## src/common/img_pkg.sv

```systemverilog
package img_pkg;

    // --------------------
    // image geometry
    // --------------------
    localparam int IMG_W   = 8;
    localparam int IMG_H   = 8;
    localparam int IMG_C   = 32;
    // raster order is x fastest, then y, then channel
    localparam int IMG_PIX = IMG_W * IMG_H * IMG_C;

    // datapath widths
    localparam int PIX_W   = 8;
    localparam int OUT_W   = 14;

    // 2x2 window must stay inside the 8x8 plane
    localparam int ORG_MAX = 6;

    // --------------------
    // basic types
    // --------------------
    typedef logic [2:0]       coord_t;
    typedef logic [4:0]       chan_t;
    typedef logic [PIX_W-1:0] pix_t;

    // opcodes 8..15 fall outside the enum and count as undefined
    typedef enum logic [3:0] {
        OP_LOAD    = 4'd0,
        OP_ORG_R   = 4'd1,
        OP_ORG_L   = 4'd2,
        OP_ORG_U   = 4'd3,
        OP_ORG_D   = 4'd4,
        OP_SCALE_D = 4'd5,
        OP_SCALE_U = 4'd6,
        OP_DISPLAY = 4'd7
    } op_t;

    // displayed depth code
    typedef enum logic [1:0] {
        DEPTH_8  = 2'd0,
        DEPTH_16 = 2'd1,
        DEPTH_32 = 2'd2
    } depth_t;

    // channel count for a depth code
    function automatic logic [5:0] depth_value(input depth_t d);
        case (d)
            DEPTH_8:  depth_value = 6'd8;
            DEPTH_16: depth_value = 6'd16;
            default:  depth_value = 6'(IMG_C);
        endcase
    endfunction

endpackage
```

## src/bank/pixel_bank.sv

```systemverilog
module pixel_bank import img_pkg::*; #(
    parameter int DEPTH = 512
) (
    input  logic                     i_clk,
    input  logic                     i_we,
    input  logic [$clog2(DEPTH)-1:0] i_addr,
    input  pix_t                     i_wdata,
    output pix_t                     o_rdata
);

    // storage
    pix_t mem [DEPTH];

    // single port: write wins, else registered read
    always_ff @(posedge i_clk) begin
        if (i_we) begin
            mem[i_addr] <= i_wdata;
        end else begin
            o_rdata <= mem[i_addr];
        end
    end

endmodule

```

## config.mk

```make
export PLATFORM = sky130hd
export DESIGN_NAME = pixel_bank
export DESIGN_NICKNAME = d
export VERILOG_FILES = /design/src/common/img_pkg.sv /design/src/bank/pixel_bank.sv
export SDC_FILE = /design/constraint.sdc
export NUM_CORES = 2
export LEC_CHECK = 0
export BUFFER_PORTS_ARGS = -buffer_cell sky130_fd_sc_hd__buf_2
export CAP_MARGIN = 20
export CORE_AREA = 3 3 801 803
export DETAILED_ROUTE_END_ITERATION = 10
export DIE_AREA = 0 0 804 806
export PLACE_DENSITY = 0.48
export SYNTH_ARGS = -nofsm -noshare
export SYNTH_HDL_FRONTEND = slang
export SYNTH_SLANG_ARGS = --single-unit
```

## constraint.sdc

```tcl
create_clock -name i_clk -period 3.29 [get_ports i_clk]
set_input_delay 0.4935 -clock i_clk [delete_from_list [all_inputs] [get_ports i_clk]]
set_output_delay 0.4935 -clock i_clk [all_outputs]
set_load 0.05 [all_outputs]
```

After elaboration in Yosys (flattened, before gate mapping)
Memories as Yosys holds them, arrays and structs flattened. A register that Yosys moved wholly into a read port is not among the register bits. Cells that the tools add are included.

Register bits: 0. RAM bits: 4096. Input port bits: 19. Word-level logic and storage cells: 4. Memories: 1.

Memory list: mem (words 512, bits a word 8, rd ports 1, clocked after Yosys merged registers in 1, wr ports 1, line pixel_bank.sv:12) `pix_t mem [DEPTH];`.

Multiplexer cells: 2. Reduce and logical (&&, ||, !) cells: 1.

Operator list (count): $mux 1 (2); $logic_not 1->1 (1).

Longest topological paths before layout
Depth after elaboration: 2. Depth in mapped cells: 15.

Worst setup path before layout
No wires, ideal clock.

Path type: input port to flip-flop. From: input i_addr[1]. To: memory mem[102][0] (netlist name), enable pin. Library setup time: 0.370 ns. Arrival time: 3.136 ns. Required time: 2.920 ns. Setup slack: -0.216 ns. Stages: 12. Path through: buf_2 buf_2 buf_4 buf_4 buf_4 buf_4 buf_2 buf_4 nor2b_1 nand3_1 buf_2 nor2_1.

RTL lines: from (decl) (line pixel_bank.sv:6) `input logic [$clog2(DEPTH)-1:0] i_addr,`; to (decl) (line pixel_bank.sv:12).

No word-level cell before the write port.

==> flow_metrics.env <==
export IMPL_cts_buffer_depth=4
export IMPL_drv_slew=0
export IMPL_setup_viol_count_final=2
export IMPL_clock_latency_ns=1.03
export IMPL_clk_pin_slew_ns=0.07
export IMPL_fp_coreArea_um2=636000
export IMPL_synth_xor_area_share_pct=0
export IMPL_fillCellCount=61400
export IMPL_synth_simple_area_share_pct=3.22
export IMPL_min_period_ns=3.49
export IMPL_fin_nets=9299
export IMPL_wl_um=516000
export IMPL_syn_num_nets=7678
export IMPL_r2r_start="mem[311][3]$_DFFE_PP_"
export IMPL_cts_root_buf="clkbuf_16"
export IMPL_worst_slack_ns=-0.198
export IMPL_drt_iter0_markers=9964
export IMPL_grt_antenna_before_repair=57
export IMPL_synth_compound_area_share_pct=3.00
export IMPL_r2r_slack_ns=-0.20
export IMPL_critPathKind="register to register"
export IMPL_slowest_delay_ns=0.57
export IMPL_final_hold_viol_count=0
export IMPL_grt_max_degree=181
export IMPL_first_global_vias=87400
export IMPL_synth_top_family_by_area="multiplexers"
export IMPL_violations="setup timing"
export IMPL_synth_edf_count=4104
export IMPL_place_ws_ns=-1.72
export IMPL_ir_drop_v=0.000487
export IMPL_hpwl_um=354000
export IMPL_worstSetupEndpointType="register"
export IMPL_clock_sinks=4104
export IMPL_syn_avg_cell_area_um2=20.7
export IMPL_powerDensity_nw_per_um2=567
export IMPL_synth_area_um2=159000
export IMPL_ys_types=62
export IMPL_cts_made_buffers=421
export IMPL_syn_inst=7659
export IMPL_h_tree_depth=5
export IMPL_fin_setup_tns_ns=-0.207
export IMPL_dieArea_um2=648000
export IMPL_critPathSlowestCell="or4b_4"
export IMPL_critPathBufInv=1
export IMPL_cp_start_kind="register"
export IMPL_timing_fmax_ghz=0.287
export IMPL_synthToLayoutAreaGrowth_pct=24.4
export IMPL_vias=85500
export IMPL_worstHoldEndpoint="mem[414][6]$_DFFE_PP_"
export IMPL_synth_seq_cells=4104
export IMPL_cp_cell_sequence="mux4_2 -> and4_4 -> a21oi_4 -> and4_4 -> nand4_1 -> buf_4 -> or4b_4 -> or4_4"
export IMPL_fin_crit_sh_pct=106
export IMPL_yosysSeqAreaShare_pct=77.7
export IMPL_synth_fa_ha_area_share_pct=0
export IMPL_hold_class="input port to register"
export IMPL_start_util_pct=25.0
export IMPL_pin_count=27
export IMPL_cap_violations=0
export IMPL_layout_common_cells="edfxtp_1, buf_4, mux4_2"
export IMPL_grt_pass1_wl_um=715000
export IMPL_antenna_left=0
export IMPL_leakage_nw=63.6
export IMPL_status="finished, violations left"
export IMPL_port_buffers=26
export IMPL_cts_tree="yes"
export IMPL_rr_worst_depth=8
export IMPL_yosys_warnings=0
export IMPL_rsz0062_at_grt="yes"
export IMPL_synthMuxAreaShare_pct=14.6
export IMPL_timing_critical_path_mode_cell="and4_4"
export IMPL_gr_total_overflow=0
export IMPL_grtUsageTotal_pct=15.5
export IMPL_vias_per_cell=4.74
export IMPL_rows=293
export IMPL_maxSlewHeadroom_pct=14.5
export IMPL_routedWlPerCell_um=28.6
export IMPL_worstMarginPinSlew_ns=1.28
export IMPL_worstPathArrival_ns=4.25
export IMPL_dr_pass1_iters=6
export IMPL_async_reset_ff_share_pct=0
export IMPL_worstHoldStart="i_wdata[6]"
export IMPL_cp_required_ns=4.05
export IMPL_min_path_cells=1
export IMPL_die_w_um=804
export IMPL_final_common_cell="edfxtp_1"
export IMPL_path_delay_family="simple AND/OR/NAND/NOR gates"
export IMPL_gp_congestion=0.870
export IMPL_drive_gt1_share_pct=34.3
export IMPL_drc=0
export IMPL_skew_ns=0.0791
export IMPL_crit_cells=8
export IMPL_die_h_um=806
export IMPL_rr_endpoint="o_rdata[3]$_DFFE_PN_"
export IMPL_path_max_fanout=1
export IMPL_synth_ff_type="edfxtp_1"
report_power, final:
part / internal [W] / total, W / switching (W)
Combinational: 0.00227 / 0.00605 / 0.00378
Sequential: 0.0576 / 0.0576 / 0.0000548
Clock: 0.0274 / 0.0482 / 0.0208
Total: 0.0872 / 0.112 / 0.0247
stage by stage:
stage	total power (W)	hold WS (ns)	util, %	cells	instance area [um2]
2_1_floorplan	0.0612	0.592	-	7659	160000
3_3_place_gp	0.0647	0.885	28.8	17300	183000
3_5_place_dp	0.0648	0.885	28.8	17300	183000
4_1_cts	0.113	0.00427	31.0	18000	197000
5_1_grt	0.115	0.0452	31.0	18000	197000
6_report	0.112	0.0831	31.0	18100	197000
area by class of cell:
type,instances,area [um2],area share [%]
Tap cell,8407,10500,5.33
Sequential cell,4104,123000,62.4
Inverter,5,23.8,0.0120
Antenna cell,13,32.5,0.0165
Timing Repair Buffer,1671,15300,7.77
Clock buffer,510,10900,5.53
Multi-Input combinational cell,3077,34400,17.4
Clock inverter,269,2880,1.46
metal layers:
layer / routed length, um / up-vias / share of wire [%] / GRT usage [%]
met1: 218000 / 46300 / 42 / 21.2
met3: 38400 / 683 / 7.4 / 2.89
met4: 14900 / 22 / 2.9 / 3.93
met5: 137 / - / 0.027 / 0
met2: 245000 / 3212 / 47 / 25.4
li1: - / 35400 / - / -
cell usage after synthesis (7+ instances only):
| cell type | count | area, um2 |
|---|---|---|
| a22o_1 | 45 | 394 |
| and3b_1 | 8 | 70.1 |
| o22ai_1 | 120 | 751 |
| mux4_2 | 816 | 18400 |
| buf_4 | 94 | 706 |
| nor3b_1 | 8 | 60.1 |
| or4_1 | 13 | 97.6 |
| nor4_1 | 36 | 225 |
| nor2_1 | 556 | 2090 |
| mux2i_1 | 471 | 4710 |
| buf_6 | 15 | 169 |
| nor3_1 | 50 | 250 |
| buf_2 | 171 | 856 |
| a32oi_1 | 9 | 78.8 |
| a221oi_1 | 71 | 622 |
| a211oi_1 | 15 | 113 |
| o21ai_0 | 41 | 205 |
| nor2b_1 | 17 | 106 |
| and3_1 | 19 | 119 |
| nand4_1 | 80 | 500 |
| o211ai_1 | 7 | 52.6 |
| buf_1 | 17 | 63.8 |
| edfxtp_1 | 4104 | 123000 |
| nand2_1 | 182 | 683 |
| and4_1 | 10 | 87.6 |
| a21oi_1 | 70 | 350 |
| clkbuf_1 | 176 | 661 |
| a32o_1 | 7 | 70.1 |
| nand3_1 | 94 | 470 |
| a31oi_1 | 59 | 369 |
| a22oi_1 | 189 | 1420 |
logic make-up after synthesis:
logic type      Yosys count
flops                  4104
compound gates          671
simple gates           1117
mux                    1289
buf+inv                 478
how the worst max path moves through the flow:
stage / start / end
floorplan: i_addr[1] / o_rdata[2]$_DFFE_PN_
global placement: i_addr[0] / o_rdata[5]$_DFFE_PN_
detailed placement: i_addr[0] / o_rdata[5]$_DFFE_PN_
CTS: mem[263][3]$_DFFE_PP_ / o_rdata[3]$_DFFE_PN_
global route: mem[263][3]$_DFFE_PP_ / o_rdata[3]$_DFFE_PN_
finish: mem[311][3]$_DFFE_PP_ / o_rdata[3]$_DFFE_PN_
registers in the layout, indices dropped and copies added, names as in the netlist:
name / count
o_rdata: 8
mem: 4096
repair_timing:
action / CTS / global route
setup endpoints to repair: 7 / 7
gates resized for setup: 51 / 15
hold buffers: 7 / 0
pin swaps: 14 / 7
setup buffers: 0 / 5
endpoints found under the hold margin: 147 / 0
No activity file was read; power rests on OpenSTA's default activity.
