### config.mk
export PLATFORM = sky130hd
export DESIGN_NAME = img_ctrl
export DESIGN_NICKNAME = d
export VERILOG_FILES = /design/src/common/img_pkg.sv /design/src/rtl/img_ctrl.sv
export SDC_FILE = /design/constraint.sdc
export NUM_CORES = 1
export LEC_CHECK = 0
export BUFFER_PORTS_ARGS = -buffer_cell sky130_fd_sc_hd__buf_2
export CORE_MARGIN = 8
export CORE_UTILIZATION = 55
export DETAILED_ROUTE_END_ITERATION = 12
export PLACE_DENSITY = 0.8
export SETUP_SLACK_MARGIN = 0.4
export SYNTH_ARGS = -nofsm -noshare
export SYNTH_HDL_FRONTEND = slang
export SYNTH_SLANG_ARGS = --single-unit
### constraint.sdc
create_clock -name i_clk -period 2.9 [get_ports i_clk]
set_input_delay 0.58 -clock i_clk [delete_from_list [all_inputs] [get_ports i_clk]]
set_output_delay 0.58 -clock i_clk [all_outputs]
set_load 0.03 [all_outputs]
### src/common/img_pkg.sv
package img_pkg;

    // --------------------
    // image geometry
    // --------------------
    localparam int IMG_W   = 8;
    localparam int IMG_H   = 8;
    localparam int IMG_C   = 32;
    // raster order is x fastest, then y, then channel
    localparam int IMG_PIX = IMG_W * IMG_H * IMG_C;

    // datapath widths
    localparam int PIX_W   = 8;
    localparam int OUT_W   = 14;

    // 2x2 window must stay inside the 8x8 plane
    localparam int ORG_MAX = 6;

    // --------------------
    // basic types
    // --------------------
    typedef logic [2:0]       coord_t;
    typedef logic [4:0]       chan_t;
    typedef logic [PIX_W-1:0] pix_t;

    // opcodes 8..15 fall outside the enum and count as undefined
    typedef enum logic [3:0] {
        OP_LOAD    = 4'd0,
        OP_ORG_R   = 4'd1,
        OP_ORG_L   = 4'd2,
        OP_ORG_U   = 4'd3,
        OP_ORG_D   = 4'd4,
        OP_SCALE_D = 4'd5,
        OP_SCALE_U = 4'd6,
        OP_DISPLAY = 4'd7
    } op_t;

    // displayed depth code
    typedef enum logic [1:0] {
        DEPTH_8  = 2'd0,
        DEPTH_16 = 2'd1,
        DEPTH_32 = 2'd2
    } depth_t;

    // channel count for a depth code
    function automatic logic [5:0] depth_value(input depth_t d);
        case (d)
            DEPTH_8:  depth_value = 6'd8;
            DEPTH_16: depth_value = 6'd16;
            default:  depth_value = 6'(IMG_C);
        endcase
    endfunction

endpackage
### src/rtl/img_ctrl.sv
module img_ctrl import img_pkg::*; (
    input  logic   i_clk,
    input  logic   i_rst_n,
    input  logic   i_op_valid,
    input  op_t    i_op_mode,
    input  logic   i_in_valid,
    input  pix_t   i_in_data,
    output logic   o_op_ready,
    output logic   o_in_ready,
    output logic   o_wr_en,
    output logic   o_rd_en,
    output coord_t o_x,
    output coord_t o_y,
    output chan_t  o_c,
    output pix_t   o_wr_data
);

    localparam int CNT_W = $clog2(IMG_PIX);

    // boot states give the startup ready pulse on the third edge
    typedef enum logic [2:0] {
        S_BOOT, S_BOOT2, S_RDY, S_IDLE, S_LOAD, S_DISP, S_DRAIN
    } state_t;

    state_t           state;
    coord_t           org_x;
    coord_t           org_y;
    depth_t           depth;
    // load: raster index; display: {chan, pos}; drain: wait cycles
    logic [CNT_W-1:0] cnt;
    logic             load_last;
    logic             disp_last;

    assign load_last = (cnt == CNT_W'(IMG_PIX - 1));
    // pos 3 of the last displayed channel
    assign disp_last = (cnt[1:0] == 2'd3) &&
                       ({1'b0, cnt[6:2]} == depth_value(depth) - 6'd1);

    // --------------------
    // strobes and address
    // --------------------
    assign o_op_ready = (state == S_RDY);
    assign o_in_ready = (state == S_LOAD);
    assign o_wr_en    = (state == S_LOAD) && i_in_valid;
    assign o_rd_en    = (state == S_DISP);
    // pixel goes straight to the banks
    assign o_wr_data  = i_in_data;

    always_comb begin
        if (state == S_LOAD) begin
            o_x = cnt[2:0];
            o_y = cnt[5:3];
            o_c = cnt[10:6];
        end else begin
            // window corner plus 2x2 offset
            o_x = org_x + {2'b00, cnt[0]};
            o_y = org_y + {2'b00, cnt[1]};
            o_c = cnt[6:2];
        end
    end

    // --------------------
    // main FSM
    // --------------------
    always_ff @(posedge i_clk or negedge i_rst_n) begin
        if (!i_rst_n) begin
            state <= S_BOOT;
            org_x <= '0;
            org_y <= '0;
            depth <= DEPTH_32;
            cnt   <= '0;
        end else begin
            case (state)
                S_BOOT:  state <= S_BOOT2;
                S_BOOT2: state <= S_RDY;
                S_RDY:   state <= S_IDLE;
                S_IDLE: begin
                    if (i_op_valid) begin
                        cnt   <= '0;
                        // short ops and undefined codes just pulse ready
                        state <= S_RDY;
                        case (i_op_mode)
                            OP_LOAD:    state <= S_LOAD;
                            OP_DISPLAY: state <= S_DISP;
                            // origin moves clamp at 0 and ORG_MAX
                            OP_ORG_R: begin
                                if (org_x < coord_t'(ORG_MAX)) org_x <= org_x + 3'd1;
                            end
                            OP_ORG_L: begin
                                if (org_x != '0) org_x <= org_x - 3'd1;
                            end
                            OP_ORG_U: begin
                                if (org_y != '0) org_y <= org_y - 3'd1;
                            end
                            OP_ORG_D: begin
                                if (org_y < coord_t'(ORG_MAX)) org_y <= org_y + 3'd1;
                            end
                            // depth steps 32 -> 16 -> 8, held at the ends
                            OP_SCALE_D: begin
                                if (depth == DEPTH_32) depth <= DEPTH_16;
                                else if (depth == DEPTH_16) depth <= DEPTH_8;
                            end
                            OP_SCALE_U: begin
                                if (depth == DEPTH_8) depth <= DEPTH_16;
                                else if (depth == DEPTH_16) depth <= DEPTH_32;
                            end
                            default: ;
                        endcase
                    end
                end
                S_LOAD: begin
                    // gaps in i_in_valid stall the count
                    if (i_in_valid) begin
                        cnt <= cnt + 1'b1;
                        if (load_last) state <= S_RDY;
                    end
                end
                S_DISP: begin
                    if (disp_last) begin
                        cnt   <= '0;
                        state <= S_DRAIN;
                    end else begin
                        cnt <= cnt + 1'b1;
                    end
                end
                S_DRAIN: begin
                    // two reads still in bank and reader
                    cnt <= cnt + 1'b1;
                    if (cnt[0]) state <= S_RDY;
                end
                default: state <= S_IDLE;
            endcase
        end
    end

endmodule

Word-level counts from Yosys, hierarchy flattened
Index checks and enable logic that the tools add are counted.
W data, S select, Z words.
- register bits: 22
- bits of input ports: 16
- output and inout bits: 23
- logic and storage cells: 86
- $add $sub $neg: 8
- order comparisons: 2
- equality and inequality tests: 29
- mux-type cells: 26
- reduce and logical (&&, ||, !) cells: 16
- operators with widths (kind ; count):
    $pmux W11 S4 ; 1
    $mux W11 ; 3
    $mux W3 ; 11
    $reduce_and A5 Y1 ; 4
    $pmux W3 S2 ; 3
    $pmux W3 S6 ; 1
    $eq A4 B3 Y1 const B ; 4
    $ne A2 B2 Y1 const B ; 7
    $pmux W6 S2 ; 1
    $add A11 B1 Y11 const B ; 1
    $eq A11 B11 Y1 const B ; 1
    $eq A3 B3 Y1 const B ; 3
    $eq A4 B2 Y1 const B ; 2
    $mux W2 ; 4
    $add A3 B1 Y3 ; 2
    $add A3 B1 Y3 const B ; 2
    $eq A3 B2 Y1 const B ; 2
    $eq A5 B6 Y1 ; 1
    $lt A3 B3 Y1 const B ; 2
    $ne A3 B3 Y1 const B ; 2
    $reduce_bool A2 Y1 ; 3
    $reduce_bool A3 Y1 ; 2
    $sub A3 B1 Y3 const B ; 2
    $sub A6 B1 Y6 const B ; 1
    other kinds (13) ; 16

Depth between registers and ports, before layout
- depth after elaboration: 7
- mapped depth: 9
- mapped depth without buffers: 9

Least setup slack after synthesis
Ideal clock, no wire load.
- path kind: register -> output
- start point: register state[2]
- end point: output port o_x[2]
- arrival time: 1.729 ns
- required time: 2.320 ns
- path slack: 0.591 ns
- cell stages (with the launch flop): 6
- buffers on the path: 2
- path through: dfrtp_1 nor2b_1 nor2b_1 buf_2 buf_2 o21ai_0
- cells in the longest elaborated chain, start to end: 2
- ends and longest elaborated chain (what ; line ; RTL):
    start, declared ; img_ctrl.sv:25 ; state_t state;
    start signal, assigned ; img_ctrl.sv:67 ; state <= S_BOOT;
    start signal, assigned ; img_ctrl.sv:74 ; S_BOOT: state <= S_BOOT2;
    start signal, assigned ; img_ctrl.sv:75 ; S_BOOT2: state <= S_RDY;
    $eq A3 B3 Y1 ; n/a ;
    via o_in_ready ; img_ctrl.sv:9 ; output logic o_in_ready,
    $mux W3 ; img_ctrl.sv:50 ; if (state == S_LOAD) begin
    end, declared ; img_ctrl.sv:12 ; output coord_t o_x,
The timed path passes the listed nets, and every way through them passes these cells.

Worst setup path after layout
- start point: register state[1]
- end point: output port o_c[3]
- cells in the longest elaborated chain, start to end: 2
- ends and longest elaborated chain (what ; line ; RTL):
    $eq A3 B3 Y1 ; img_ctrl.sv:50 ;
    $mux W5 ; img_ctrl.sv:50 ;
    end, declared ; img_ctrl.sv:14 ; output chan_t o_c,
No other way between the ends.

==> impl_results.md <==
* Status: finished clean
* Post-route setup TNS at 0 ps
* Crit path DAT at 1850 ps
* Via Count at 1588
* Crit path buffers/inverters at 2
* Drc violations at 0
* Area contributors post-synth: dfrtp_1, ha_1, nand2_1
* Hold Crit Class: in2async
* FMAX at 412 MHz
* Net count, final at 257
* Switch share at 46.3%
* Ant diodes at 0
* First-pass GRT wire length at 6.90 mm
* Top cells by count, synth: nand2_1, dfrtp_1, o21ai_0, inv_1, a21oi_1
* Largest net degree at the start of global routing at 23
* Library cells used by synthesis at 50
* CP Max Fanout at 17
* Top delay family on crit path: flip-flops
* Met3 usage at 2.05%
* Die Area at 0.00539 mm2
* Routed vias/inst at 5.80
* Yosys warns at 0
* Initial antenna violation count at 0
* GRT Residual Overflow at 0
* Non-filler cells, final at 274
* CTS root buffer: clkbuf_4
* Starting Density at 55.7%
* Static leakage at 0.858 nW
* ANT nets after route at 0
* Avg WL per Cell at 15.1 um
* Sequential fraction of the synthesis area at 30.4%
* Final core utilization at 61.0%
* Setup violations, final at 0
* Setup ws final at 475 ps
* CTS tree: done
* Sequential share of power at 33.7%
* Input/output buffers at 22
* Hold Fails Final Rpt at 0
* Clock Skews at 1.84 ps
* CP Data Required Time at 2320 ps
* Die W at 73.4 um
* Comb power frac at 54.4%
* Sw Pwr at 0.677 mW
* Vias in the first global route at 1454
* Total clock sinks at 22
* Pre-CTS WS at 437 ps
* First-pass DRT Iterations at 4
* 1st-iter DRT viols at 110
* Worst setup EP type: primary output
* Total power at 1.46 mW
* Hold-fix buffers, CTS at 0
* Met1 usage at 21.8%
* Worst skew pair latency at 310 ps
* # rows at 21
* RSZ-0062 raised after global routing: yes
* Mapped Cells at 211
* Worst-path clk slew at 130 ps
* Area Overhead vs Synth at 9.59%
* Die Ht at 73.4 um
* Most used DFF post-synth: dfrtp_1
* Startpoint types: flop
* # Max-Cap Violations at 0
* Post-synth top area cell: dfrtp_1
* Synth top area share at 29.0%
* Final instance area at 0.00199 mm2
* Top Ports at 39
* Post-layout min period at 2430 ps
* WL final at 4.13 mm
* DPL Wire Length at 3.05 mm
* Placed inst area at 0.00190 mm2
* Reg2reg setup slack at 510 ps
* Count leader, synth: nand2_1
* Post-synth ARST share at 100%
* Share of layout cells above drive strength 1 at 22.4%
* CTS buffer count at 3
* Syn_area_per_cell at 8.60 um2
* Period utilisation layout at 83.6%
* Max Root-Sink Buffers at 2
* Critical-path top delay cell: dfrtp_2
* Worst slew pin tran at 504 ps
* Grt peak-use layer: met2
* Largest stage delay on the critical path at 490 ps
* Worst Setup Path Type: reg2out
* Synthesized area at 0.00181 mm2
* Crit path cell chain: nor2b_4, nor2b_1, buf_6, mux2_2, buf_2
* Met2 Use GR at 24.7%
* CORE AREA at 0.00326 mm2
* H-tree depth at 1
* Clock share of power at 11.9%
* Worst slew margin relative to its limit at 66.4%
* Internal at 0.786 mW
* Gr usage total at 16.1%
* Final hold slack at 215 ps
* Flops & latches, synth at 22
* Syn Nets at 239
* Post-synth EDFFs at 0
* Power density of the placed cells at 736 mW/mm2
* Peak VDD IR at 0.531 mV
* Placed Cells incl. Taps at 266
* Fin. max-slew vios at 0
* GPL Wtd Cong at 0.843
## cells by family after synthesis
family | count (synthesis) | share of synthesized area [%]
AO/OA/AOI/OAI | 54 | 19.7
multiplexers | 10 | 6.07
buffers and inverters | 27 | 7.65
XOR/XNOR | 9 | 4.35
adder cells (fa/ha/maj) | 12 | 9.10
AND/OR/NAND/NOR | 77 | 22.8
flip-flops | 22 | 30.4
## worst reg2reg max path, stage by stage, from the launching register on
cell	delay, ps
dfstp_2	570
inv_1	70
ha_2	200
inv_1	80
ha_1	150
or3b_1	380
a211o_1	320
o21a_2	270
nand2_1	140
o311ai_1	120
## final cells by class
cell class | instances | area (um2)
repair buffers | 28 | 159
fillers | 317 | 1270
inverters | 12 | 45.0
clock buffers | 4 | 36.3
well taps | 46 | 57.6
flip-flops and latches | 22 | 554
multi-input cells | 162 | 1140
## sequential cells by signal, summed over array words and instances (netlist names)
signal / flops
state: 3
cnt: 11
org_x: 3
depth: 2
org_y: 3
## power groups by stage
stage	Clock [mW]	Sequential, mW	Combinational [mW]
after global placement	0	0.490	0.746
after floorplan	0	0.467	0.613
after CTS	0.175	0.489	0.774
after detailed placement	0	0.495	0.769
after global routing	0.189	0.509	0.886
final	0.175	0.493	0.795
## path summary, 6_finish.rpt
path / start / end / cells after the start
max in group asynchronous: i_rst_n / state[2] / 1
worst max-delay path: state[1] / o_c[3] / 5
worst min-delay path: i_rst_n / org_x[1] / 1
worst min register to register: depth[1] / depth[1] / 2
worst max register to register: depth[1] / cnt[9] / 9
min in group i_clk: depth[1] / depth[1] / 2
## cells in the final DEF (no fill, tap or decap), types with 4 or more instances in the layout
cell type and n:
o21ai_0 12, dfrtp_1 19, mux2_2 8, nand3_1 10, nor2_1 7, buf_4 5, nor2b_1 7, a21oi_1 11
nand2_1 27, inv_1 12, xnor2_1 8, a22o_1 4, buf_2 22, ha_1 9, o21ai_1 7
## metal layers
| layer | up-vias | wire length (um) |
|---|---|---|
| li1 | 777 | - |
| met1 | 754 | 1920 |
| met2 | 51 | 1910 |
| met3 | 6 | 242 |
| met4 | 0 | 59 |
| met5 | - | 0 |
## timing repair
item,CTS,global route
buffers inserted,0,4
endpoints found under the setup margin,9,22
resized for setup,2,8
endpoints found under the hold margin,0,0
pin swaps,0,2
(Power assumes the default switching activity.)
