**config.mk**
```make
export PLATFORM = sky130hd
export DESIGN_NAME = bank_reader
export DESIGN_NICKNAME = d
export VERILOG_FILES = /design/src/common/img_pkg.sv /design/src/bank/bank_reader.sv
export SDC_FILE = /design/constraint.sdc
export NUM_CORES = 1
export LEC_CHECK = 0
export ABC_AREA = 1
export BUFFER_PORTS_ARGS = -buffer_cell sky130_fd_sc_hd__buf_2
export CAP_MARGIN = 15
export CORE_ASPECT_RATIO = 0.7
export CORE_MARGIN = 2
export CORE_UTILIZATION = 40
export CTS_BUF_LIST = sky130_fd_sc_hd__clkbuf_16
export CTS_CLUSTER_SIZE = 40
export DETAILED_ROUTE_END_ITERATION = 8
export PLACE_DENSITY = 0.77
export SYNTH_ARGS = -nofsm -noshare
export SYNTH_HDL_FRONTEND = slang
export SYNTH_SLANG_ARGS = --single-unit
```
**constraint.sdc**
```tcl
create_clock -name i_clk -period 1.2 [get_ports i_clk]
set_clock_uncertainty 0.05 [all_clocks]
set_input_delay 0.18 -clock i_clk [delete_from_list [all_inputs] [get_ports i_clk]]
set_output_delay 0.18 -clock i_clk [all_outputs]
set_load 0.01 [all_outputs]
```
**src/common/img_pkg.sv**
```systemverilog
package img_pkg;

    // --------------------
    // image geometry
    // --------------------
    localparam int IMG_W   = 8;
    localparam int IMG_H   = 8;
    localparam int IMG_C   = 32;
    // raster order is x fastest, then y, then channel
    localparam int IMG_PIX = IMG_W * IMG_H * IMG_C;

    // datapath widths
    localparam int PIX_W   = 8;
    localparam int OUT_W   = 14;

    // 2x2 window must stay inside the 8x8 plane
    localparam int ORG_MAX = 6;

    // --------------------
    // basic types
    // --------------------
    typedef logic [2:0]       coord_t;
    typedef logic [4:0]       chan_t;
    typedef logic [PIX_W-1:0] pix_t;

    // opcodes 8..15 fall outside the enum and count as undefined
    typedef enum logic [3:0] {
        OP_LOAD    = 4'd0,
        OP_ORG_R   = 4'd1,
        OP_ORG_L   = 4'd2,
        OP_ORG_U   = 4'd3,
        OP_ORG_D   = 4'd4,
        OP_SCALE_D = 4'd5,
        OP_SCALE_U = 4'd6,
        OP_DISPLAY = 4'd7
    } op_t;

    // displayed depth code
    typedef enum logic [1:0] {
        DEPTH_8  = 2'd0,
        DEPTH_16 = 2'd1,
        DEPTH_32 = 2'd2
    } depth_t;

    // channel count for a depth code
    function automatic logic [5:0] depth_value(input depth_t d);
        case (d)
            DEPTH_8:  depth_value = 6'd8;
            DEPTH_16: depth_value = 6'd16;
            default:  depth_value = 6'(IMG_C);
        endcase
    endfunction

endpackage
```
**src/bank/bank_reader.sv**
```systemverilog
module bank_reader import img_pkg::*; #(
    parameter int BANK_COUNT = 4
) (
    input  logic                          i_clk,
    input  logic                          i_rst_n,
    input  logic                          i_rd_en,
    input  logic [$clog2(BANK_COUNT)-1:0] i_rd_sel,
    input  pix_t                          i_bank_rdata [BANK_COUNT],
    output logic                          o_out_valid,
    output logic signed [OUT_W-1:0]       o_out_data
);

    localparam int SEL_W = $clog2(BANK_COUNT);

    logic             rd_en_q;
    logic [SEL_W-1:0] rd_sel_q;
    pix_t             sel_pix;

    // --------------------
    // align with bank read
    // --------------------
    always_ff @(posedge i_clk or negedge i_rst_n) begin
        if (!i_rst_n) begin
            rd_en_q  <= 1'b0;
            rd_sel_q <= '0;
        end else begin
            rd_en_q  <= i_rd_en;
            rd_sel_q <= i_rd_sel;
        end
    end

    assign sel_pix = i_bank_rdata[rd_sel_q];

    // output stage, data held at zero between values
    always_ff @(posedge i_clk or negedge i_rst_n) begin
        if (!i_rst_n) begin
            o_out_valid <= 1'b0;
            o_out_data  <= '0;
        end else begin
            o_out_valid <= rd_en_q;
            // zero-extended pixel
            o_out_data  <= rd_en_q ? $signed({{(OUT_W - PIX_W){1'b0}}, sel_pix}) : '0;
        end
    end

endmodule

```
## Word-level counts from Yosys, hierarchy flattened

Cells that the tools add are included.

- Bits in registers: 18
- Output and inout port bits: 15
- Logic and storage cells: 10
- Input port bits: 37

- Bitwise gates (word level): 1
- Magnitude comparators: 1
- Mux-type cells: 4

Operators with widths:

| cell | number |
|---|---|
| two-way mux 8 bit | 3 |
| binary-select mux 8 bit (select 2 bit) | 1 |
| >= comparator 3 bit (second input constant) | 1 |
| inverter 2 -> 3 bit | 1 |

## Logic depth before layout (Yosys ltp)

Gate-level depths: netlist of run 1.

- Word-level depth: 5
- Mapped depth: 6

## Least setup slack after synthesis of run 1

Ideal clock, no wire load.

- Kind: register to register
- From: reg rd_sel_q[0]
- To: reg o_out_data[5]
- Cell stages (with the launch flop): 6
- Arrival: 0.879 ns
- Buffers on the path: 2
- Path slack: 0.194 ns
- Setup time: 0.077 ns
- Path through: dfrtp_1 > buf_6 > buf_4 > nand2_1 > nand3_1 > a21oi_1

- Cells in the longest elaborated chain, start to end: 5

Ends and longest elaborated chain:

| element | line | source |
|---|---|---|
| start: declaration | bank_reader.sv:16 | `logic [SEL_W-1:0] rd_sel_q;` |
| start signal: assignment | bank_reader.sv:28 | `rd_sel_q <= i_rd_sel;` |
| inverter 2 -> 3 bit (not written as such) | bank_reader.sv:32 | `assign sel_pix = i_bank_rdata[rd_sel_q];` |
| binary-select mux 8 bit (select 2 bit) | bank_reader.sv:32 |  |
| two-way mux 8 bit (not written as such) (2 in a row) | bank_reader.sv:32 |  |
| two-way mux 8 bit | bank_reader.sv:42 | `o_out_data <= rd_en_q ? $signed({{(OUT_W - PIX_W){1'b0}}, sel_pix}) : '0;` |
| end signal: assignment | bank_reader.sv:42 |  |
| end: declaration | bank_reader.sv:10 | `output logic signed [OUT_W-1:0] o_out_data` |

Every way passes these cells. The select of a mux whose other input is x is not followed.

## Worst setup path in the final report of run 1

- From: reg rd_sel_q[0]
- To: reg o_out_data[6]

The elaborated chain is that of the path after synthesis.

==> results of run 1 <==
metal layers:
layer	up-vias	part of all wire	global-route usage
met5	-	0	0
met3	0	0.091	0.0710
met2	40	0.51	0.344
li1	415	-	-
met1	351	0.40	0.190
met4	0	0	0.0179
flip-flops by register name, summed over array words and instances (netlist names):
signal / cells
o_out_data: 8
rd_en_q: 1
rd_sel_q: 2
o_out_valid: 1
cell families (layout without fill, tap and decap cells):
logic type | count (synthesis) | count (layout) | synth area share
and+or+nand+nor | 48 | 48 | 0.269
other | 1 | 6 | 0.00491
buffers and inverters | 45 | 90 | 0.280
AOI/OAI and AO/OA | 8 | 8 | 0.0525
DFF | 12 | 12 | 0.393
how the worst min path moves through the flow:
stage / startpoint / to / slack, ns / cells past startpoint
after floorplan: i_rst_n / o_out_data[0] / -0.17 / 0
after global placement: i_rst_n / o_out_data[6] / 0.009 / 1
after detailed placement: i_rst_n / o_out_data[6] / 0.01 / 1
after CTS: i_rd_sel[1] / rd_sel_q[1] / 0.005 / 1
after global routing: i_rd_sel[1] / rd_sel_q[1] / 0.0005 / 1
final: i_rd_sel[1] / rd_sel_q[1] / 0.005 / 1
layout make-up:
cell class	instances	area (um2)	area share
tap	22	27.5	0.0253
inverter	35	134	0.123
sequential	12	300	0.276
clock inverter	1	3.75	0.00346
clock buffer	3	75.1	0.0691
multi-input combinational	62	268	0.247
timing repair buffer	51	278	0.256
Yosys cell counts:
master / count
a21oi_1: 8
buf_2: 1
buf_4: 7
buf_6: 2
conb_1: 1
dfrtp_1: 12
inv_1: 34
inv_4: 1
nand2_1: 30
nand2_2: 2
nand3_1: 16
critical path, stage by stage (launching register included):
cell and delay, ns:
dfrtp_1 0.41, buf_4 0.18, nand2_1 0.07, nand3_1 0.10
a21oi_1 0.17
power by group through the flow:
stage | sequential (mW) | combinational (mW) | clock [mW]
global route | 0.443 | 0.262 | 0.633
floorplan | 0.457 | 0.124 | 0
finish | 0.441 | 0.228 | 0.606
detailed placement | 0.446 | 0.220 | 0
global placement | 0.447 | 0.214 | 0
CTS | 0.441 | 0.228 | 0.608
==> results_dict.tcl, run 1 <==
set metrics [dict create \
    die_height_um 40.5 \
    vias_per_cell 4.33 \
    worst_setup_path_start_kind "flip-flop" \
    drc_errors 0 \
    fin_nets 202 \
    layout_min_cycle_time_ns 1.06 \
    start_util 0.419 \
    die_w_um 56.2 \
    area_growth_syn_to_layout_pct 42.3 \
    hold_buffers 2 \
    power_frac_seq 0.346 \
    worstReg2RegEnd "o_out_data[6]" \
    required_ns 1.31 \
    antenna_found_initial 0 \
    dp_hpwl_um 1400 \
    cts_tree "built" \
    nFillCells 185 \
    wl_per_cell_um 9.70 \
    crit_path_end_kind "flip-flop" \
    power_density_mw_per_mm2 1170 \
    cts.reportedPaths.clkPinSlew_ns 0.04 \
    wirelength_um 1800 \
    cts_resized 0 \
    power.total_mw 1.27 \
    num_vias 806 \
    drt_pass1_iterations 4 \
    timing.hold.ws_ns 0.00526 \
    placed_cells 179 \
    ys_types 11 \
    r2r_cells 4 \
    min_path_type "in -> reg" \
    ys_ff_latch 12 \
    place_ws_ns 0.183 \
    drv_slew 0 \
    cts_setup_buffers 0 \
    synth_area_leaders "dfrtp_1 (39%), inv_1 (17%), nand2_1 (15%)" \
    grt.total_usage 0.175 \
    worstSkewPairLatency_ns 0.24 \
    gr-total-overflow 0 \
    grt_pass1_vias 750 \
    n_antenna_cell 0 \
    rsz0062_at_grt "no" \
    h-tree-depth 1 \
    p_int_mw 0.976 \
    p_comb_frac 0.179 \
    setup_slack_ns 0.145 \
    grt_pass1_wl_um 2920 \
    portBuffers 45 \
    syn_area_um2 763 \
    cap_viol_max_count 0 \
    fp-row-count 13 \
    fin_area_mm2 0.00109 \
    cts_root_buf "clkbuf_16" \
    synth_cells 114 \
    critPathKind "reg -> reg" \
    r2r_start "rd_sel_q[0]" \
    coreArea_mm2 0.00182 \
    cp-endpoint "o_out_data[6]" \
    setup_viol 0 \
    io_pins 52 \
    seq_area_frac_synth 0.393 \
    fp.dieArea_mm2 0.00228 \
    cts_buffers 3 \
    clockBufferDepth 2 \
    yosysTopAreaCell "dfrtp_1" \
    synth.avg_cell_area_um2 6.70 \
    postPlaceCellArea_um2 977 \
    fin_crit_sh 0.879 \
    max_freq_ghz 0.948 \
    vdd_ir_drop_max_mv 0.973 \
    drive_above_1_share 0.329 \
    yosysWarnings 0 \
    final_cells 186 \
    r2r_slack_ns 0.14 \
    critPathLaunch "rd_sel_q[0]" \
    final_core_util 0.596 \
    p_sw_mw 0.299 \
    p_leak_nw 0.720 \
    crit_fanout 6 \
    hold_viol 0 \
    worstPathArrival_ns 1.16 \
    cts_sinks 12 \
    layout_common_cells "buf_2 (45), inv_1 (34), nand2_1 (30), nand3_1 (16), dfrtp_1 (12)" \
    ant_nets 0 \
    final_common_cell "buf_2" \
    outcome "finished clean" \
    grt_start_max_net_pins 17 \
    finalSetupTns_ns 0 \
    yosysTopAreaCellShare 0.393 \
    swShare 0.235 \
    gp_congestion 0.867 \
    pwr-share-clk 0.475 \
    drt-initial-drc-count 29 \
]
(Power assumes the default switching activity.)
==> run 2, diff against run 1 <==
clock period = 1.21 ns   (was 1.2 ns; I/O delays follow)
==> results_dict.tcl, run 2 (synthesis results as in run 1) <==
set metrics [dict create \
    fin_crit_sh 0.871 \
    start_util 0.419 \
    rsz0062_at_grt "no" \
    worstReg2RegEnd "o_out_data[6]" \
    swShare 0.234 \
    clockBufferDepth 2 \
    critPathLaunch "rd_sel_q[0]" \
    finalSetupTns_ns 0 \
    vias_per_cell 4.38 \
    cap_viol_max_count 0 \
    grt_pass1_vias 752 \
    outcome "finished clean" \
    fp.dieArea_mm2 0.00228 \
    largestRegisters "o_out_data x8, rd_sel_q x2" \
    pwr-share-clk 0.476 \
    p_sw_mw 0.295 \
    cts_tree "built" \
    cts.reportedPaths.clkPinSlew_ns 0.04 \
    final_common_cell "buf_2" \
    fin_area_mm2 0.00107 \
    area_growth_syn_to_layout_pct 39.7 \
    dp_hpwl_um 1400 \
    layout_common_cells "buf_2 (45), inv_1 (34), nand2_1 (30), nand3_1 (16), dfrtp_1 (12)" \
    h-tree-depth 1 \
    num_vias 806 \
    wirelength_um 1800 \
    fp-row-count 13 \
    die_w_um 56.2 \
    nFillCells 188 \
    gp_congestion 0.867 \
    worstPathArrival_ns 1.16 \
    fin_nets 200 \
    max_freq_ghz 0.948 \
    drv_slew 0 \
    cts_buffers 3 \
    ant_nets 0 \
    n_antenna_cell 0 \
    drt-initial-drc-count 30 \
    largest_register_ffs 8 \
    grt_start_max_net_pins 17 \
    hold_viol 0 \
    p_comb_frac 0.176 \
    power_frac_seq 0.347 \
    die_height_um 40.5 \
    required_ns 1.32 \
    cts_root_buf "clkbuf_16" \
    worstSkewPairLatency_ns 0.24 \
    r2r_slack_ns 0.16 \
    layout_min_cycle_time_ns 1.05 \
    power_density_mw_per_mm2 1180 \
    vdd_ir_drop_max_mv 0.962 \
    setup_viol 0 \
    drive_above_1_share 0.333 \
    cp-endpoint "o_out_data[6]" \
    drc_errors 0 \
    wl_per_cell_um 9.80 \
    io_pins 52 \
    portBuffers 45 \
    min_path_type "in -> reg" \
    postPlaceCellArea_um2 977 \
    r2r_start "rd_sel_q[0]" \
    crit_path_end_kind "flip-flop" \
    drt_pass1_iterations 4 \
    critPathKind "reg -> reg" \
    p_leak_nw 0.712 \
    grt_pass1_wl_um 2930 \
    p_int_mw 0.963 \
    top_register "o_out_data" \
    crit_fanout 6 \
    r2r_cells 4 \
    worst_setup_path_start_kind "flip-flop" \
    gr-total-overflow 0 \
    cts_resized 0 \
    grt.total_usage 0.175 \
    antenna_found_initial 0 \
    coreArea_mm2 0.00182 \
    cts_sinks 12 \
]
## run 2: changes by cell type in the layout (fill, tap and decap cells not counted)
cell           delta
dlygate4sd3_1     -2
## run 2: worst min path at each step
stage                     cells past startpoint            end        start
after floorplan                               0  o_out_data[0]      i_rst_n
after global placement                        1  o_out_data[6]      i_rst_n
after detailed placement                      1  o_out_data[6]      i_rst_n
after CTS                                     1        rd_en_q      i_rd_en
after global routing                          1    rd_sel_q[0]  i_rd_sel[0]
final                                         1        rd_en_q      i_rd_en
## run 2: critical path, stage by stage, from the launching register on
cell and delay, ns:
dfrtp_1 0.41, buf_4 0.18, nand2_1 0.07, nand3_1 0.10, a21oi_1 0.17
## run 2: area by class of cell
cell class                      instances  area [um2]  share of cell area
Sequential cell                        12         300               0.282
Timing Repair Buffer                   49         258               0.242
Clock inverter                          1        3.75             0.00352
Inverter                               35         134               0.126
Tap cell                               22        27.5              0.0258
Clock buffer                            3        75.1              0.0704
Multi-Input combinational cell         62         268               0.251
## run 2: per-stage QoR
step | setup slack (ns) | util | hold WS [ns] | std cells | power (mW)
2_1_floorplan | 0.204 | - | -0.164 | 119 | 0.577
3_3_place_gp | 0.209 | 0.536 | 0.0105 | 179 | 0.655
3_5_place_dp | 0.193 | 0.536 | 0.0142 | 179 | 0.661
4_1_cts | 0.170 | 0.585 | 0.0000401 | 184 | 1.26
5_1_grt | 0.115 | 0.585 | 0.000275 | 184 | 1.32
6_report | 0.156 | 0.585 | 0.00115 | 184 | 1.26
## run 2: layer usage
layer	track usage	vias up	routed length, um	share of wire
met4	0.0179	0	0	0
met5	0	-	0	0
met2	0.344	41	916	0.51
met1	0.192	353	716	0.40
li1	-	412	-	-
met3	0.0710	0	170	0.094
## run 2: power groups by stage
| stage | clock network, mW | logic, mW | registers [mW] |
|---|---|---|---|
| 2_1_floorplan | 0 | 0.123 | 0.453 |
| 3_3_place_gp | 0 | 0.212 | 0.443 |
| 3_5_place_dp | 0 | 0.218 | 0.443 |
| 4_1_cts | 0.603 | 0.224 | 0.437 |
| 5_1_grt | 0.628 | 0.255 | 0.440 |
| 6_report | 0.599 | 0.222 | 0.437 |
## run 2: timing repair
| action | in CTS | in global routing |
|---|---|---|
| setup buffers | 0 | 0 |
| endpoints found under the hold margin | 12 | 0 |
| hold buffers | 1 | 0 |
==> run 3, diff against run 2 <==
CORE_UTILIZATION = 25   (was 40)
PLACE_DENSITY = 0.52   (was 0.77)
==> results_dict.tcl, run 3 (synthesis results as in run 1) <==
set metrics [dict create \
    start_util 0.268 \
    critPathLaunch "rd_sel_q[0]" \
    cts.reportedPaths.clkPinSlew_ns 0.04 \
    max_freq_ghz 0.963 \
    die_w_um 70.0 \
    outcome "finished clean" \
    die_height_um 50.2 \
    clockBufferDepth 2 \
    area_growth_syn_to_layout_pct 41.5 \
    gp_congestion 0.744 \
    vdd_ir_drop_max_mv 0.411 \
    final_core_util 0.380 \
    ant_nets 0 \
    pwr-share-clk 0.464 \
    io_pins 52 \
    hold-path-endpoint "rd_en_q" \
    layout_common_cells "buf_2 (45), inv_1 (34), nand2_1 (30), nand3_1 (16), dfrtp_1 (12)" \
    fp.dieArea_mm2 0.00352 \
    hold_start "i_rd_en" \
    cts_resized 0 \
    power.total_mw 1.23 \
    largestRegisters "o_out_data x8, rd_sel_q x2" \
    drv_slew 0 \
    antenna_found_initial 0 \
    gr-total-overflow 0 \
    drive_above_1_share 0.335 \
    p_leak_nw 0.710 \
    portBuffers 45 \
    drt-initial-drc-count 7 \
    min_path_type "in -> reg" \
    grt_pass1_vias 749 \
    coreArea_mm2 0.00284 \
    crit_path_max_incr_delay_ns 0.41 \
    n_antenna_cell 0 \
    top_register "o_out_data" \
    fin_area_mm2 0.00108 \
    fin_nets 200 \
    fin_crit_sh 0.858 \
    vias_per_cell 3.94 \
    nFillCells 314 \
    grt_start_max_net_pins 17 \
    crit_path_end_kind "flip-flop" \
    hold_depth 1 \
    worstPathArrival_ns 1.13 \
    cp_cell_sequence "buf_4 -> nand2_1 -> nand3_1 -> a21oi_1" \
    setup_viol 0 \
    final_common_cell "buf_2" \
    grt_pass1_wl_um 3290 \
    p_int_mw 0.957 \
    power_density_mw_per_mm2 1140 \
    worstReg2RegEnd "o_out_data[5]" \
    crit_fanout 7 \
    worst_setup_path_start_kind "flip-flop" \
    placed_cells 193 \
    r2r_start "rd_sel_q[0]" \
    slowest_stage "dfrtp_1" \
    worstSkewPairLatency_ns 0.23 \
    postPlaceCellArea_um2 995 \
    swShare 0.224 \
    place_ws_ns 0.173 \
    layout_min_cycle_time_ns 1.04 \
    power_frac_seq 0.356 \
    timing.hold.ws_ns 0.00708 \
    p_sw_mw 0.276 \
    cts_root_buf "clkbuf_16" \
    dp_hpwl_um 1640 \
    rsz0062_at_grt "no" \
    hold_viol 0 \
    required_ns 1.30 \
    cts_sinks 12 \
    wirelength_um 1980 \
    fp-row-count 16 \
    finalSetupTns_ns 0 \
    drc_errors 0 \
    p_comb_frac 0.180 \
    setup_slack_ns 0.172 \
    r2r_slack_ns 0.17 \
    grt.total_usage 0.121 \
    critPathKind "reg -> reg" \
    wl_per_cell_um 10.0 \
    num_vias 777 \
    drt_pass1_iterations 2 \
    cts_buffers 3 \
    cts_setup_buffers 0 \
    cap_viol_max_count 0 \
    h-tree-depth 1 \
    r2r_cells 4 \
    cts_tree "built" \
    final_cells 197 \
    largest_register_ffs 8 \
]
-- run 3: changes by cell type in the layout (fill, tap and decap cells not counted), sizes merged --
cell	change
clkinv	-1
-- run 3: worst max-delay path by stage --
stage                    end  slack, ns  cells after the start
3_5_place_dp   o_out_data[5]       0.17                      4
5_1_grt        o_out_data[5]       0.10                      3
2_1_floorplan  o_out_data[5]       0.20                      5
6_report       o_out_data[5]       0.17                      4
4_1_cts        o_out_data[5]       0.16                      4
3_3_place_gp   o_out_data[1]       0.21                      4
-- run 3: critical path, delay by kind of cell, from the launching register on --
family          cells  cell delay, ns
simple gates        2            0.13
flops               1            0.41
compound gates      1            0.18
buf+inv             1            0.18
-- run 3: power by group through the flow --
stage	sequential, mW	combinational (mW)	clock (mW)
2_1_floorplan	0.453	0.123	0
3_3_place_gp	0.443	0.218	0
3_5_place_dp	0.445	0.222	0
4_1_cts	0.440	0.226	0.587
5_1_grt	0.443	0.255	0.605
6_report	0.439	0.222	0.572
-- run 3: area by class of cell --
class                      count  area, um2  share of cell area
clock buffer                   3       75.1              0.0695
inverter                      35        134               0.124
multi-input combinational     62        268               0.248
sequential                    12        300               0.278
tap                           36       45.0              0.0417
timing repair buffer          49        258               0.239
-- run 3: metal layers --
layer / track usage / vias up / wire length, um
met4: 0.0288 / 0 / 16
met5: 0 / - / 0
met3: 0.0422 / 2 / 160
li1: - / 410 / -
met2: 0.202 / 32 / 914
met1: 0.153 / 333 / 887
-- run 3: what timing repair did --
action / 4_1_cts / 5_1_grt
setup endpoints to repair: 0 / 0
hold buffers: 1 / 0
hold endpoints to repair: 12 / 0
